## src/include/dma_config.svh

```systemverilog
// widths, depths and page size of the dma backend
`ifndef DMA_CONFIG_SVH
`define DMA_CONFIG_SVH

// --------------------------------------------------
// bus geometry
// --------------------------------------------------
`define DMA_ADDR_WIDTH 32
// bytes per beat, data width follows from it
`define DMA_DATA_BYTES 4
`define DMA_DATA_WIDTH (8 * `DMA_DATA_BYTES)
// burst length field holds beats minus one
`define DMA_LEN_WIDTH 4
`define DMA_MAX_BEATS 16
// no burst may cross this boundary
`define DMA_PAGE_BYTES 4096

// --------------------------------------------------
// buffering
// --------------------------------------------------
`define DMA_REQ_DEPTH 4
`define DMA_BUFFER_DEPTH 8
`define DMA_AX_DEPTH 4

`endif

```

## src/source/dma_pkg.sv

```systemverilog
// dma types: transfer request, descriptors, bus bundles and state enums
`include "dma_config.svh"

package dma_pkg;

    typedef logic [`DMA_ADDR_WIDTH-1:0] addr_t;
    typedef logic [`DMA_LEN_WIDTH-1:0]  len_t;
    typedef logic [`DMA_DATA_WIDTH-1:0] data_t;
    typedef logic [31:0]                count_t;

    // one contiguous word-aligned transfer
    typedef struct packed {
        addr_t  src;
        addr_t  dst;
        count_t num_bytes;
    } burst_req_t;

    // burst descriptor from reshaper to mover
    typedef struct packed {
        addr_t addr;
        len_t  len;
        logic  last;    // final burst of its request
    } ax_desc_t;

    // address channel payload, shared by ar and aw
    typedef struct packed {
        addr_t addr;
        len_t  len;
    } dma_ax_t;

    // data beat, shared by r and w
    typedef struct packed {
        data_t data;
        logic  last;
    } dma_beat_t;

    // --------------------------------------------------
    // master port bundles
    // --------------------------------------------------
    typedef struct packed {
        dma_ax_t   ar;
        logic      ar_valid;
        dma_ax_t   aw;
        logic      aw_valid;
        dma_beat_t w;
        logic      w_valid;
        logic      r_ready;
        logic      b_ready;
    } dma_axi_req_t;

    typedef struct packed {
        logic      ar_ready;
        logic      aw_ready;
        logic      w_ready;
        dma_beat_t r;
        logic      r_valid;
        logic      b_valid;
    } dma_axi_rsp_t;

    typedef enum logic {IDLE, SPLIT} reshaper_state_e;
    typedef enum logic {W_ADDR, W_DATA} write_state_e;

endpackage

```

## src/source/dma_queue.sv

```systemverilog
// synchronous fifo with fill count, push and pop in one cycle allowed
`timescale 1ns/1ps

module dma_queue #(
    parameter int unsigned WIDTH = 8,
    parameter int unsigned DEPTH = 4
) (
    input  logic             clk_i,
    input  logic             rst_ni,
    input  logic             push_i,
    input  logic [WIDTH-1:0] data_i,
    input  logic             pop_i,
    output logic [WIDTH-1:0] data_o,
    output logic             full_o,
    output logic             empty_o
);
    localparam int unsigned PTR_W = (DEPTH > 1) ? $clog2(DEPTH) : 1;
    localparam int unsigned CNT_W = $clog2(DEPTH + 1);

    logic [WIDTH-1:0] mem_q [DEPTH];
    logic [PTR_W-1:0] rd_ptr_q;
    logic [PTR_W-1:0] wr_ptr_q;
    logic [CNT_W-1:0] count_q;
    logic             do_push;
    logic             do_pop;

    // requests on a full or empty queue are ignored
    assign do_push = push_i && !full_o;
    assign do_pop  = pop_i && !empty_o;

    assign full_o  = (count_q == CNT_W'(DEPTH));
    assign empty_o = (count_q == '0);
    assign data_o  = mem_q[rd_ptr_q];

    always_ff @(posedge clk_i) begin
        if (rst_ni) begin
            rd_ptr_q <= '0;
            wr_ptr_q <= '0;
            count_q  <= '0;
        end else begin
            // pointers wrap explicitly, depth need not be a power of two
            if (do_push) begin
                wr_ptr_q <= (wr_ptr_q == PTR_W'(DEPTH - 1)) ? '0 : wr_ptr_q + 1'b1;
            end
            if (do_pop) begin
                rd_ptr_q <= (rd_ptr_q == PTR_W'(DEPTH - 1)) ? '0 : rd_ptr_q + 1'b1;
            end
            count_q <= count_q + CNT_W'(do_push) - CNT_W'(do_pop);
        end
    end

    // storage
    always_ff @(posedge clk_i) begin
        if (do_push) begin
            mem_q[wr_ptr_q] <= data_i;
        end
    end

endmodule

```

## src/source/dma_burst_reshaper.sv

```systemverilog
// burst reshaper: cuts requests into page-safe, length-limited bursts
`timescale 1ns/1ps
`include "dma_config.svh"

module dma_burst_reshaper (
    input  logic                 clk_i,
    input  logic                 rst_ni,
    input  dma_pkg::burst_req_t  burst_req_i,
    input  logic                 req_valid_i,
    output logic                 req_pop_o,
    output dma_pkg::ax_desc_t    read_desc_o,
    output logic                 read_valid_o,
    input  logic                 read_ready_i,
    output dma_pkg::ax_desc_t    write_desc_o,
    output logic                 write_valid_o,
    input  logic                 write_ready_i,
    output logic                 busy_o
);
    localparam int unsigned MAX_BURST_BYTES = `DMA_MAX_BEATS * `DMA_DATA_BYTES;
    localparam int unsigned PAGE_BITS = $clog2(`DMA_PAGE_BYTES);
    localparam int unsigned BEAT_SHIFT = $clog2(`DMA_DATA_BYTES);

    dma_pkg::reshaper_state_e state_q;
    dma_pkg::addr_t           src_q;
    dma_pkg::addr_t           dst_q;
    dma_pkg::count_t          remaining_q;
    logic                     read_taken_q;
    logic                     write_taken_q;

    dma_pkg::count_t src_to_page;
    dma_pkg::count_t dst_to_page;
    dma_pkg::count_t step_bytes;
    dma_pkg::count_t step_beats;
    logic            last_step;
    logic            read_done;
    logic            write_done;

    // --------------------------------------------------
    // step size
    // --------------------------------------------------
    // distance to the next page boundary on each side
    assign src_to_page = 32'(`DMA_PAGE_BYTES) - 32'(src_q[PAGE_BITS-1:0]);
    assign dst_to_page = 32'(`DMA_PAGE_BYTES) - 32'(dst_q[PAGE_BITS-1:0]);

    // smallest of remaining, both page limits and max burst
    always_comb begin
        step_bytes = remaining_q;
        if (src_to_page < step_bytes) begin
            step_bytes = src_to_page;
        end
        if (dst_to_page < step_bytes) begin
            step_bytes = dst_to_page;
        end
        if (32'(MAX_BURST_BYTES) < step_bytes) begin
            step_bytes = 32'(MAX_BURST_BYTES);
        end
    end

    assign step_beats = step_bytes >> BEAT_SHIFT;
    assign last_step  = (step_bytes == remaining_q);

    // --------------------------------------------------
    // descriptor outputs
    // --------------------------------------------------
    assign read_desc_o.addr  = src_q;
    assign read_desc_o.len   = `DMA_LEN_WIDTH'(step_beats - 1);
    assign read_desc_o.last  = last_step;
    assign write_desc_o.addr = dst_q;
    assign write_desc_o.len  = `DMA_LEN_WIDTH'(step_beats - 1);
    assign write_desc_o.last = last_step;

    // each channel drops valid once its descriptor is taken
    assign read_valid_o  = (state_q == dma_pkg::SPLIT) && !read_taken_q;
    assign write_valid_o = (state_q == dma_pkg::SPLIT) && !write_taken_q;
    assign read_done     = read_taken_q || (read_valid_o && read_ready_i);
    assign write_done    = write_taken_q || (write_valid_o && write_ready_i);

    // head popped whenever idle, zero-count requests vanish here
    assign req_pop_o = (state_q == dma_pkg::IDLE) && req_valid_i;
    assign busy_o    = (state_q == dma_pkg::SPLIT);

    // --------------------------------------------------
    // state machine
    // --------------------------------------------------
    always_ff @(posedge clk_i) begin
        if (rst_ni) begin
            state_q       <= dma_pkg::IDLE;
            src_q         <= '0;
            dst_q         <= '0;
            remaining_q   <= '0;
            read_taken_q  <= 1'b0;
            write_taken_q <= 1'b0;
        end else begin
            case (state_q)
                dma_pkg::IDLE: begin
                    if (req_pop_o && (burst_req_i.num_bytes != '0)) begin
                        src_q       <= burst_req_i.src;
                        dst_q       <= burst_req_i.dst;
                        remaining_q <= burst_req_i.num_bytes;
                        state_q     <= dma_pkg::SPLIT;
                    end
                end
                dma_pkg::SPLIT: begin
                    if (read_done && write_done) begin
                        // both sides taken, move to the next step
                        src_q         <= src_q + `DMA_ADDR_WIDTH'(step_bytes);
                        dst_q         <= dst_q + `DMA_ADDR_WIDTH'(step_bytes);
                        remaining_q   <= remaining_q - step_bytes;
                        read_taken_q  <= 1'b0;
                        write_taken_q <= 1'b0;
                        if (last_step) begin
                            state_q <= dma_pkg::IDLE;
                        end
                    end else begin
                        read_taken_q  <= read_done;
                        write_taken_q <= write_done;
                    end
                end
                default: state_q <= dma_pkg::IDLE;
            endcase
        end
    end

endmodule

```

## src/source/dma_data_mover.sv

```systemverilog
// data mover: ar/aw issue, beat buffer, w streaming, response tracking
`timescale 1ns/1ps
`include "dma_config.svh"

module dma_data_mover (
    input  logic                  clk_i,
    input  logic                  rst_ni,
    input  dma_pkg::ax_desc_t     read_desc_i,
    input  logic                  read_valid_i,
    output logic                  read_ready_o,
    input  dma_pkg::ax_desc_t     write_desc_i,
    input  logic                  write_valid_i,
    output logic                  write_ready_o,
    output dma_pkg::dma_axi_req_t axi_req_o,
    input  dma_pkg::dma_axi_rsp_t axi_rsp_i,
    input  logic                  req_empty_i,
    input  logic                  reshaper_busy_i,
    output logic                  trans_complete_o,
    output logic                  mover_idle_o
);
    dma_pkg::ax_desc_t    ar_head;
    logic                 ar_full;
    logic                 ar_empty;
    dma_pkg::ax_desc_t    aw_head;
    logic                 aw_full;
    logic                 aw_empty;
    dma_pkg::dma_beat_t   buf_head;
    logic                 buf_full;
    logic                 buf_empty;
    logic                 last_head;
    logic                 last_full;
    logic                 last_empty;

    dma_pkg::write_state_e wr_state_q;
    dma_pkg::len_t         beat_len_q;
    dma_pkg::len_t         beat_cnt_q;

    logic ar_fire;
    logic r_fire;
    logic aw_fire;
    logic w_fire;
    logic b_fire;

    // --------------------------------------------------
    // read side
    // --------------------------------------------------
    assign read_ready_o = !ar_full;
    assign ar_fire      = axi_req_o.ar_valid && axi_rsp_i.ar_ready;
    assign r_fire       = axi_rsp_i.r_valid && axi_req_o.r_ready;

    dma_queue #(.WIDTH($bits(dma_pkg::ax_desc_t)), .DEPTH(`DMA_AX_DEPTH)) i_ar_queue (
        .clk_i(clk_i), .rst_ni(rst_ni),
        .push_i(read_valid_i), .data_i(read_desc_i), .pop_i(ar_fire),
        .data_o(ar_head), .full_o(ar_full), .empty_o(ar_empty)
    );

    // r beats land here until the write side drains them
    dma_queue #(.WIDTH($bits(dma_pkg::dma_beat_t)), .DEPTH(`DMA_BUFFER_DEPTH)) i_beat_buffer (
        .clk_i(clk_i), .rst_ni(rst_ni),
        .push_i(r_fire), .data_i(axi_rsp_i.r), .pop_i(w_fire),
        .data_o(buf_head), .full_o(buf_full), .empty_o(buf_empty)
    );

    // --------------------------------------------------
    // write side
    // --------------------------------------------------
    assign write_ready_o = !aw_full;
    assign aw_fire       = axi_req_o.aw_valid && axi_rsp_i.aw_ready;
    assign w_fire        = axi_req_o.w_valid && axi_rsp_i.w_ready;
    assign b_fire        = axi_rsp_i.b_valid && axi_req_o.b_ready;

    dma_queue #(.WIDTH($bits(dma_pkg::ax_desc_t)), .DEPTH(`DMA_AX_DEPTH)) i_aw_queue (
        .clk_i(clk_i), .rst_ni(rst_ni),
        .push_i(write_valid_i), .data_i(write_desc_i), .pop_i(aw_fire),
        .data_o(aw_head), .full_o(aw_full), .empty_o(aw_empty)
    );

    // one entry per burst with aw sent and b still due
    dma_queue #(.WIDTH(1), .DEPTH(`DMA_AX_DEPTH)) i_last_queue (
        .clk_i(clk_i), .rst_ni(rst_ni),
        .push_i(aw_fire), .data_i(aw_head.last), .pop_i(b_fire),
        .data_o(last_head), .full_o(last_full), .empty_o(last_empty)
    );

    // aw waits for room to track its response
    always_comb begin
        axi_req_o.ar.addr = ar_head.addr;
        axi_req_o.ar.len  = ar_head.len;
        axi_req_o.ar_valid = !ar_empty;
        axi_req_o.aw.addr = aw_head.addr;
        axi_req_o.aw.len  = aw_head.len;
        axi_req_o.aw_valid = (wr_state_q == dma_pkg::W_ADDR) && !aw_empty && !last_full;
        axi_req_o.w.data  = buf_head.data;
        axi_req_o.w.last  = (beat_cnt_q == beat_len_q);
        axi_req_o.w_valid = (wr_state_q == dma_pkg::W_DATA) && !buf_empty;
        axi_req_o.r_ready = !buf_full;
        axi_req_o.b_ready = 1'b1;
    end

    // write fsm, one aw then its beats
    always_ff @(posedge clk_i) begin
        if (rst_ni) begin
            wr_state_q <= dma_pkg::W_ADDR;
            beat_len_q <= '0;
            beat_cnt_q <= '0;
        end else if (wr_state_q == dma_pkg::W_ADDR) begin
            if (aw_fire) begin
                beat_len_q <= aw_head.len;
                beat_cnt_q <= '0;
                wr_state_q <= dma_pkg::W_DATA;
            end
        end else if (w_fire) begin
            beat_cnt_q <= beat_cnt_q + 1'b1;
            if (axi_req_o.w.last) begin
                wr_state_q <= dma_pkg::W_ADDR;
            end
        end
    end

    // --------------------------------------------------
    // completion and idle
    // --------------------------------------------------
    assign trans_complete_o = b_fire && !last_empty && last_head;

    assign mover_idle_o = req_empty_i && !reshaper_busy_i && ar_empty && buf_empty
                          && aw_empty && last_empty && (wr_state_q == dma_pkg::W_ADDR);

endmodule

```

## src/source/dma_backend.sv

```systemverilog
// dma backend top: request queue, burst reshaper and data mover
`timescale 1ns/1ps
`include "dma_config.svh"

module dma_backend (
    input  logic                  clk_i,
    input  logic                  rst_ni,
    input  dma_pkg::burst_req_t   burst_req_i,
    input  logic                  valid_i,
    output logic                  ready_o,
    output dma_pkg::dma_axi_req_t axi_req_o,
    input  dma_pkg::dma_axi_rsp_t axi_rsp_i,
    output logic                  backend_idle_o,
    output logic                  trans_complete_o
);
    // --------------------------------------------------
    // request queue
    // --------------------------------------------------
    dma_pkg::burst_req_t req_head;
    logic                req_full;
    logic                req_empty;
    logic                req_pop;

    // push beyond full is dropped inside the queue, ready_o tells the source
    dma_queue #(.WIDTH($bits(dma_pkg::burst_req_t)), .DEPTH(`DMA_REQ_DEPTH)) i_request_queue (
        .clk_i(clk_i), .rst_ni(rst_ni),
        .push_i(valid_i), .data_i(burst_req_i), .pop_i(req_pop),
        .data_o(req_head), .full_o(req_full), .empty_o(req_empty)
    );

    assign ready_o = !req_full;

    // --------------------------------------------------
    // reshaper to mover
    // --------------------------------------------------
    dma_pkg::ax_desc_t read_desc;
    dma_pkg::ax_desc_t write_desc;
    logic              read_valid;
    logic              read_ready;
    logic              write_valid;
    logic              write_ready;
    logic              reshaper_busy;

    dma_burst_reshaper i_burst_reshaper (
        .clk_i(clk_i), .rst_ni(rst_ni),
        .burst_req_i(req_head), .req_valid_i(!req_empty), .req_pop_o(req_pop),
        .read_desc_o(read_desc), .read_valid_o(read_valid), .read_ready_i(read_ready),
        .write_desc_o(write_desc), .write_valid_o(write_valid), .write_ready_i(write_ready),
        .busy_o(reshaper_busy)
    );

    // idle gathered inside the mover
    dma_data_mover i_data_mover (
        .clk_i(clk_i), .rst_ni(rst_ni),
        .read_desc_i(read_desc), .read_valid_i(read_valid), .read_ready_o(read_ready),
        .write_desc_i(write_desc), .write_valid_i(write_valid), .write_ready_o(write_ready),
        .axi_req_o(axi_req_o), .axi_rsp_i(axi_rsp_i),
        .req_empty_i(req_empty), .reshaper_busy_i(reshaper_busy),
        .trans_complete_o(trans_complete_o), .mover_idle_o(backend_idle_o)
    );

endmodule

```

## config.mk

```make
export PLATFORM = sky130hd
export DESIGN_NAME = dma_backend
export DESIGN_NICKNAME = d
export VERILOG_FILES = /design/src/source/dma_pkg.sv /design/src/source/dma_queue.sv /design/src/source/dma_burst_reshaper.sv /design/src/source/dma_data_mover.sv /design/src/source/dma_backend.sv
export VERILOG_INCLUDE_DIRS = /design/src /design/src/include
export SDC_FILE = /design/constraint.sdc
export NUM_CORES = 1
export LEC_CHECK = 0
export ABC_AREA = 1
export BUFFER_PORTS_ARGS = -buffer_cell sky130_fd_sc_hd__buf_4
export CELL_PAD_IN_SITES_DETAIL_PLACEMENT = 1
export CELL_PAD_IN_SITES_GLOBAL_PLACEMENT = 2
export CORE_MARGIN = 4
export CORE_UTILIZATION = 37
export DETAILED_ROUTE_END_ITERATION = 12
export PLACE_DENSITY = 0.85
export SETUP_SLACK_MARGIN = 0.4
export SLEW_MARGIN = 20
export SYNTH_ARGS = -nofsm -noshare
export SYNTH_HDL_FRONTEND = slang
export SYNTH_SLANG_ARGS = --single-unit
```

## constraint.sdc

```tcl
create_clock -name clk_i -period 7.12 [get_ports clk_i]
set_input_delay 0.712 -clock clk_i [delete_from_list [all_inputs] [get_ports clk_i]]
set_output_delay 0.712 -clock clk_i [all_outputs]
set_load 0.01 [all_outputs]
```

==> impl_metrics.tcl, run 1 <==
set metrics [dict create \
    fin_hold_ws_ps 160 \
    cp_slowest_stage_delay_ps 340 \
    peakVddDrop_v 0.000359 \
    htreeDepth 3 \
    core_um2 128000 \
    rsz0062_at_grt "true" \
    antenna_found_initial 8 \
    yosysWarnings 0 \
    synth_top_family_by_area "compound AO/OA/AOI/OAI gates" \
    portBuffers 247 \
    syn_area_per_cell_um2 11.2 \
    total_power_mw 26.0 \
    globalRouteTotalUtil_pct 20.3 \
    status "finished, violations left" \
    synth_mux_area_share_pct 0 \
    synth_compound_area_share_pct 14.7 \
    die_h_um 367 \
    synthAdderAreaFrac_pct 4.51 \
    root_buffer "clkbuf_16" \
    tightest_slew_ps 1120 \
    maxSlewViolCount 0 \
    yosysSeqAreaShare_pct 65.6 \
    hold_viol 0 \
    hpwlAfterDp_um 89400 \
    drt_wl_total_um 143000 \
    clk_path_buf_depth 3 \
    finalSetupViolCount 34 \
    clkLatencyLatePin_ps 750 \
    startpoint_type "register" \
    slowest_stage "dfxtp_2" \
    synth_xor_area_share_pct 1.43 \
    grt_pass1_wl_um 214000 \
    drive_above_1_share_pct 21.1 \
    netlist_instances 4252 \
    drtIter0Drc 2611 \
    cts_tree "built" \
    ios 250 \
    wire_per_inst_um 21.8 \
    instances_no_fill 6543 \
    min_path_type "input pin to register" \
    drc 0 \
    met2_usage_pct 33.7 \
    clkTransAtPathRegs_ps 60 \
    post-route-period-util_pct 104 \
    dr.pass1.iters 5 \
    dp_slack_ps -712 \
    cp.required_ps 7730 \
    fin_nets 5082 \
    grt_pass1_vias 36157 \
    vias 34884 \
    violations "setup timing" \
    clock_skew_ps 48.2 \
    ys_ff_latch 1093 \
    netlist_area_um2 47600 \
    worstSetupPathType "register to register" \
    crit_top_cell "nand2_2" \
    final_util_pct 46.3 \
    cp_max_fo 9 \
    synthArstFlopShare_pct 0 \
    area_growth_pct 24.1 \
    synthSimpleGateAreaFrac_pct 10.1 \
    multi_input_area_um2 16500 \
    cts.sinks 1093 \
    end_kind "register" \
    grt_max_degree 110 \
    rows 131 \
    die-area_um2 135000 \
    grt_busiest_layer "met2" \
    seqCellArea_um2 31300 \
    grt_util_met3_pct 3.32 \
    gp_congestion 0.824 \
    synthDistinctLibCells 55 \
    place_inst 6215 \
    grt_overflow 0 \
    use_met1_pct 27.5 \
    period_needed_ps 7400 \
    vias_per_cell 5.33 \
    power.density_nw_per_um2 439 \
    dieWidth_um 367 \
    max_cap_violations 0 \
    start_util_pct 37.3 \
    fmax_ghz 0.135 \
    fill_cells 13504 \
    worst_slack_ps -281 \
    synth_edf_count 936 \
    synth_ff_type "edfxtp_1" \
    p_leak_nw 22.0 \
    cp.arrival_ps 8010 \
    slew_headroom_pct 25.3 \
    cts_buffers 117 \
    ant_nets 0 \
]
[Yosys cell counts, types with 8 or more instances]
master,number,area (um^2)
ha_1,159,1990
o21ai_0,586,2930
nor3_1,21,105
nand2_2,8,50.1
o22ai_1,147,920
clkbuf_1,189,709
nand2_1,412,1550
a21oi_1,323,1620
fa_1,8,160
a31oi_1,48,300
nand4_1,24,150
nor4_1,11,68.8
a221oi_1,18,158
nand3_1,60,300
nor2_1,641,2410
o221ai_1,16,140
buf_2,8,40.0
xnor2_1,27,236
xor2_1,51,447
buf_1,18,67.6
o21ai_1,15,75.1
o21a_1,9,67.6
inv_1,231,867
edfxtp_1,936,28100
dfxtp_1,157,3140
a32o_1,28,280
a211oi_1,18,135
[routing by layer]
layer	up-vias	routed length, um
met5	-	0
met4	0	3400
met3	183	7290
met2	783	68600
met1	17561	63700
li1	16357	-
[state kept, by name (all words and copies together), names as in the netlist, 32 cells and up, named ones only]
name                              cells
i_burst_reshaper.src_q               32
i_burst_reshaper.remaining_q         32
i_data_mover.i_ar_queue.mem_q       144
i_data_mover.i_aw_queue.mem_q       148
i_request_queue.mem_q               384
i_data_mover.i_beat_buffer.mem_q    256
i_burst_reshaper.dst_q               32
[cell usage in the layout (no fill, tap or decap), types with 20 or more instances in the layout]
cell type	Yosys	layout
nand3_1	60	39
a32o_1	28	28
xor2_1	51	38
nand2_2	8	45
inv_1	231	214
edfxtp_1	936	936
buf_6	2	78
clkbuf_16	0	117
a21oi_2	0	31
o22ai_1	147	147
nor2_1	641	612
nand4_1	24	24
o21ai_1	15	45
clkinv_1	5	24
dfxtp_1	157	148
a31oi_1	48	46
buf_4	1	466
o21ai_0	586	520
nor3_1	21	20
ha_1	159	140
clkbuf_1	189	31
o21ai_2	0	29
nand2_1	412	363
conb_1	2	73
a21oi_1	323	282
[repair_timing]
item                       CTS  global route
setup buffers               60            41
setup endpoints to repair   72            97
hold buffers                 0             0
resized for setup          232           219
cloned                       3             0
pin swaps                   77           146
[where the power goes]
group          total, mW  leakage, nW  switching, mW  internal (mW)
logic               11.3         10.4           7.00           4.31
clock network       5.95         1.82           2.59           3.36
registers           8.69         9.83          0.621           8.07
[through the flow]
step	instance area (um^2)	TNS (ps)
floorplan	47900	0
CTS	57800	-236
detailed placement	52700	-18110
finish	59100	-4340
global placement	52700	-5780
global route	59100	-23890
[path summary, 6_finish.rpt]
kind	to	slack (ps)	depth (start not counted)	start
worst max-delay path	i_burst_reshaper.remaining_q[30]$_SDFFE_PP0P_	-280	55	i_burst_reshaper.src_q[0]$_SDFFE_PP0P_
worst min-delay path	i_request_queue.mem_q[3][55]$_DFFE_PP_	160	1	burst_req_i[55]
worst max register to register	i_burst_reshaper.remaining_q[30]$_SDFFE_PP0P_	-280	55	i_burst_reshaper.src_q[0]$_SDFFE_PP0P_
worst min register to register	i_data_mover.beat_len_q[0]$_SDFFE_PP0P_	480	2	i_data_mover.beat_len_q[0]$_SDFFE_PP0P_
[cell type report]
cell class              count  share of cell area, %
diodes                      4                 0.0169
clock buffers             152                   5.24
clock inverters            66                   1.17
inverters                 241                   1.56
multi-input cells        2772                   27.9
flip-flops and latches   1093                   52.9
well taps                1662                   3.52
repair buffers            553                   7.72
[critical path, delay by kind of cell, from the launching register on]
family          cells  cell delay, ps
xor+xnor            1             170
simple gates       25            2540
flops               1             340
buf+inv             9             970
compound gates     16            2380
fa+ha+maj           4             840
[cells by family (layout without fill, tap and decap cells)]
family | count (synthesis) | in the layout
buf+inv | 459 | 1012
fa+ha+maj | 167 | 167
other cells | 2 | 77
xor+xnor | 78 | 78
simple gates | 1202 | 1203
flops | 1093 | 1093
compound gates | 1251 | 1251
No activity file was read; power rests on OpenSTA's default activity.
==> run 2: changes to the inputs <==
--- a/config.mk
+++ b/config.mk
@@ -12,9 +12,10 @@
 export CELL_PAD_IN_SITES_GLOBAL_PLACEMENT = 2
 export CORE_MARGIN = 4
 export CORE_UTILIZATION = 37
+export CTS_CLUSTER_DIAMETER = 80
 export DETAILED_ROUTE_END_ITERATION = 12
 export PLACE_DENSITY = 0.85
-export SETUP_SLACK_MARGIN = 0.4
+export SETUP_SLACK_MARGIN = 0.5
 export SLEW_MARGIN = 20
 export SYNTH_ARGS = -nofsm -noshare
 export SYNTH_HDL_FRONTEND = slang
==> impl_metrics.tcl, run 2 (same netlist as run 1, synthesis figures left out) <==
set metrics [dict create \
    design_area_um2 58700 \
    cp_max_fo 8 \
    drtIter0Drc 2372 \
    wire_per_inst_um 21.6 \
    slew_headroom_pct 22.9 \
    top_regs "i_request_queue.mem_q (384), i_data_mover.i_beat_buffer.mem_q (256), i_data_mover.i_aw_queue.mem_q (148)" \
    clkLatencyLatePin_ps 770 \
    fill_cells 13616 \
    core_um2 128000 \
    cp.required_ps 7730 \
    start_util_pct 37.3 \
    largest_reg_flops 384 \
    finalSetupViolCount 0 \
    gp_congestion 0.822 \
    hpwlAfterDp_um 88800 \
    die_h_um 367 \
    maxSlewViolCount 0 \
    globalRouteTotalUtil_pct 20.3 \
    root_buffer "clkbuf_16" \
    power.density_nw_per_um2 434 \
    drive_above_1_share_pct 20.6 \
    ant_nets 0 \
    final_common_cell "edfxtp_1" \
    end_kind "register" \
    cts.sinks 1093 \
    cts_tree "built" \
    fin_tns_setup_ps 0 \
    vias 34765 \
    worstSetupPathType "register to register" \
    cts_buffers 116 \
    drc 0 \
    dieWidth_um 367 \
    clk_path_buf_depth 3 \
    rsz0062_at_grt "true" \
    tightest_slew_ps 1160 \
    cts_hold_buf 0 \
    fmax_ghz 0.142 \
    rows 131 \
    final_cell_mix "edfxtp_1 (936), nor2_1 (615), o21ai_0 (509)" \
    grt_overflow 0 \
    post-route-period-util_pct 99.0 \
    clock_skew_ps 64.9 \
    htreeDepth 3 \
    vias_per_cell 5.32 \
    hold_depth 1 \
    peakVddDrop_v 0.000268 \
    fin_nets 5076 \
    grt_max_degree 106 \
    cp.arrival_ps 7660 \
    period_needed_ps 7050 \
    status "finished clean" \
    min_path_type "input pin to register" \
    die-area_um2 135000 \
    dr.pass1.iters 5 \
    drt_wl_total_um 142000 \
    ios 250 \
    seqCellArea_um2 31300 \
    antenna_found_initial 11 \
    max_cap_violations 0 \
    crit_top_cell "buf_4" \
    grt_pass1_vias 35859 \
    clkTransAtPathRegs_ps 60 \
    hold_viol 0 \
    slowest_stage "dfxtp_4" \
    startpoint_type "register" \
    grt_pass1_wl_um 213000 \
    dpl-instance-area_um2 52700 \
    portBuffers 247 \
    area_growth_pct 23.2 \
    p_leak_nw 22.0 \
    multi_input_area_um2 16300 \
    cp_slowest_stage_delay_ps 360 \
    largest-register "i_request_queue.mem_q" \
    r2r_cells 52 \
]
[run 2: changes by cell type in the layout (fill, tap and decap cells not counted), sizes merged]
| cell | before | now |
|---|---|---|
| bufinv | 7 | 8 |
| diode | 4 | 9 |
| inv | 241 | 239 |
| clkinv | 51 | 50 |
| buf | 552 | 547 |
| clkinvlp | 8 | 7 |
| clkbuf | 153 | 150 |
[run 2: metrics by stage]
| step | setup slack (ps) | util [%] | std cells | total power [mW] | hold WS [ps] |
|---|---|---|---|---|---|
| finish | 71.8 | 46.0 | 6537 | 25.5 | 145 |
| detailed placement | -543 | 41.3 | 6212 | 18.0 | 474 |
| global route | -371 | 46.0 | 6534 | 27.1 | 98.7 |
| CTS | -21.5 | 45.3 | 6492 | 25.0 | 87.4 |
| floorplan | 483 | - | 4323 | 14.1 | 438 |
| global placement | -314 | 41.3 | 6212 | 17.7 | 451 |
[run 2: cell type report]
class                   count  share of cell area [%]
clock buffers             150                    5.30
multi-input cells        2772                    27.7
well taps                1662                    3.54
clock inverters            62                    1.14
flip-flops and latches   1093                    53.3
repair buffers            547                    7.40
repair inverters            1                  0.0128
inverters                 241                    1.57
diodes                      9                  0.0384
[run 2: worst max-delay path, delay by kind of cell, from the launching register on]
| kind | cells | cell delay (ps) |
|---|---|---|
| compound gates | 13 | 1780 |
| xor+xnor | 1 | 140 |
| simple gates | 17 | 1850 |
| flops | 1 | 360 |
| buf+inv | 17 | 2000 |
| fa+ha+maj | 4 | 760 |
[run 2: layer usage]
metal	global-route usage, %	wire [um]	vias to the layer above
li1	-	-	16351
met1	27.6	62800	17510
met2	33.5	67800	704
met3	3.87	7560	194
met4	5.17	3250	6
met5	0	47	-
[run 2: path summary, 6_finish.rpt]
check	startpoint	endpoint	slack (ps)
setup / recovery	i_burst_reshaper.src_q[0]$_SDFFE_PP0P_	i_burst_reshaper.src_q[7]$_SDFFE_PP0P_	70
hold reg to reg	i_data_mover.beat_len_q[0]$_SDFFE_PP0P_	i_data_mover.beat_len_q[0]$_SDFFE_PP0P_	490
hold / removal	burst_req_i[88]	i_request_queue.mem_q[2][88]$_DFFE_PP_	150
setup reg to reg	i_burst_reshaper.src_q[0]$_SDFFE_PP0P_	i_burst_reshaper.src_q[7]$_SDFFE_PP0P_	70
[run 2: what timing repair did]
item / 4_1_cts / 5_1_grt
endpoints found under the setup margin: 73 / 96
pin swaps: 115 / 116
gates resized for setup: 238 / 151
setup buffers: 66 / 36
endpoints found under the hold margin: 0 / 0
cloned: 2 / 0
[run 2: power by group]
part,internal [mW],switching (mW),total (mW)
Clock,3.39,2.59,5.98
Combinational,4.07,6.75,10.8
Sequential,8.07,0.634,8.71
Total,15.5,9.97,25.5
==> run 3: changes to the inputs <==
==> constraint.sdc (replaced) <==
create_clock -name clk_i -period 6.3 [get_ports clk_i]
set_input_delay 0.63 -clock clk_i [delete_from_list [all_inputs] [get_ports clk_i]]
set_output_delay 0.63 -clock clk_i [all_outputs]
set_load 0.01 [all_outputs]
==> impl_metrics.tcl, run 3 (same netlist as run 1, synthesis figures left out) <==
set metrics [dict create \
    status "finished, violations left" \
    violations "setup timing" \
    rsz0062_at_grt "true" \
    power.density_nw_per_um2 487 \
    slew_headroom_pct 32.5 \
    dp_slack_ps -770 \
    r2r_cells 52 \
    grt_max_degree 97 \
    min_path_type "input pin to register" \
    dieWidth_um 367 \
    crit_start "i_burst_reshaper.src_q[1]$_SDFFE_PP0P_" \
    drt_wl_total_um 140000 \
    dpl-instance-area_um2 53100 \
    fmax_ghz 0.148 \
    period_needed_ps 6740 \
    drtIter0Drc 2317 \
    worst-path-buf-inv 8 \
    crit_top_cell "nand2_1" \
    maxSlewViolCount 0 \
    worst_slack_ps -436 \
    drive_above_1_share_pct 19.8 \
    design_area_um2 58300 \
    hold_viol 0 \
    cts.sinks 1093 \
    dr.pass1.iters 6 \
    antenna_found_initial 17 \
    cp_slowest_stage_delay_ps 370 \
    max_cap_violations 0 \
    worst-path-stages 52 \
    globalRouteTotalUtil_pct 20.0 \
    clkLatencyLatePin_ps 750 \
    core_um2 128000 \
    tightest_slew_ps 1010 \
    startpoint_type "register" \
    rr_endpoint "i_burst_reshaper.src_q[28]$_SDFFE_PP0P_" \
    r2r-start "i_burst_reshaper.src_q[1]$_SDFFE_PP0P_" \
    portBuffers 247 \
    largest-register "i_request_queue.mem_q" \
    wire_per_inst_um 21.4 \
    grt_overflow 0 \
    clkTransAtPathRegs_ps 60 \
    hpwlAfterDp_um 89500 \
    slowest_stage "dfxtp_4" \
    grt_pass1_wl_um 209000 \
    final_cell_mix "edfxtp_1 (936), nor2_1 (614), o21ai_0 (516)" \
    vias 34499 \
    clock_skew_ps 57.2 \
    critPathCapture "i_burst_reshaper.src_q[28]$_SDFFE_PP0P_" \
    fin_nets 5047 \
    final_common_cell "edfxtp_1" \
    cp.arrival_ps 7330 \
    top_regs "i_request_queue.mem_q (384), i_data_mover.i_beat_buffer.mem_q (256), i_data_mover.i_aw_queue.mem_q (148)" \
    grt_pass1_vias 35204 \
    end_kind "register" \
    start_util_pct 37.3 \
    drc 0 \
    htreeDepth 3 \
    r2r_slack_ps -440 \
    die-area_um2 135000 \
    ios 250 \
    worstSetupPathType "register to register" \
    area_growth_pct 22.5 \
    fin_hold_ws_ps 85.2 \
    p_leak_nw 21.8 \
    peakVddDrop_v 0.000367 \
    finalSetupViolCount 53 \
    cp_max_fo 9 \
    cts_buffers 116 \
    cp.required_ps 6890 \
    gp_congestion 0.828 \
    cts_hold_buf 0 \
    total_power_mw 28.4 \
    cts_tree "built" \
    clk_path_buf_depth 3 \
    root_buffer "clkbuf_16" \
    ant_nets 0 \
    vias_per_cell 5.29 \
    die_h_um 367 \
    rows 131 \
    fin_tns_setup_ps -14040 \
    path_delay_family "simple AND/OR/NAND/NOR gates" \
    largest_reg_flops 384 \
    post-route-period-util_pct 107 \
]
-- run 3: how the worst min path moves through the flow --
stage	startpoint	end	depth (start not counted)
final	burst_req_i[23]	i_request_queue.mem_q[0][23]$_DFFE_PP_	1
after detailed placement	i_data_mover.i_aw_queue.count_q[2]$_SDFF_PP0_	i_data_mover.i_aw_queue.count_q[2]$_SDFF_PP0_	1
after CTS	burst_req_i[25]	i_request_queue.mem_q[3][25]$_DFFE_PP_	1
after global placement	i_data_mover.i_aw_queue.count_q[2]$_SDFF_PP0_	i_data_mover.i_aw_queue.count_q[2]$_SDFF_PP0_	1
after global routing	burst_req_i[25]	i_request_queue.mem_q[3][25]$_DFFE_PP_	1
after floorplan	i_data_mover.i_aw_queue.count_q[2]$_SDFF_PP0_	i_data_mover.i_aw_queue.count_q[2]$_SDFF_PP0_	1
-- run 3: where the power goes --
group          switching [mW]  internal [mW]
Clock                    2.89           3.85
Combinational            7.45           4.44
Sequential              0.684           9.13
-- run 3: area by class of cell --
| class | count | area [um^2] |
|---|---|---|
| Sequential cell | 1093 | 31300 |
| Fill cell | 13631 | 69300 |
| Tap cell | 1662 | 2080 |
| Clock buffer | 157 | 3140 |
| Clock inverter | 63 | 662 |
| Antenna cell | 13 | 32.5 |
| Timing Repair Buffer | 519 | 4040 |
| Multi-Input combinational cell | 2772 | 16200 |
| Inverter | 241 | 925 |
-- run 3: metal layers --
layer | global-route usage (%) | vias to the layer above | wire [um]
li1 | - | 16291 | -
met2 | 32.5 | 766 | 65300
met3 | 3.26 | 168 | 7460
met5 | 0 | - | 27
met1 | 27.8 | 17270 | 63500
met4 | 5.97 | 4 | 3470
-- run 3: through the flow --
| stage | util, % | std cells |
|---|---|---|
| final | 45.7 | 6520 |
| after global routing | 45.7 | 6516 |
| after CTS | 45.1 | 6477 |
| after detailed placement | 41.6 | 6234 |
| after global placement | 41.6 | 6234 |
| after floorplan | - | 4323 |
-- run 3: timing repair --
action | 4_1_cts | 5_1_grt
gates cloned | 1 | 0
gates resized for setup | 107 | 133
setup buffers | 22 | 30
pin swaps | 47 | 81
endpoints found under the setup margin | 103 | 106
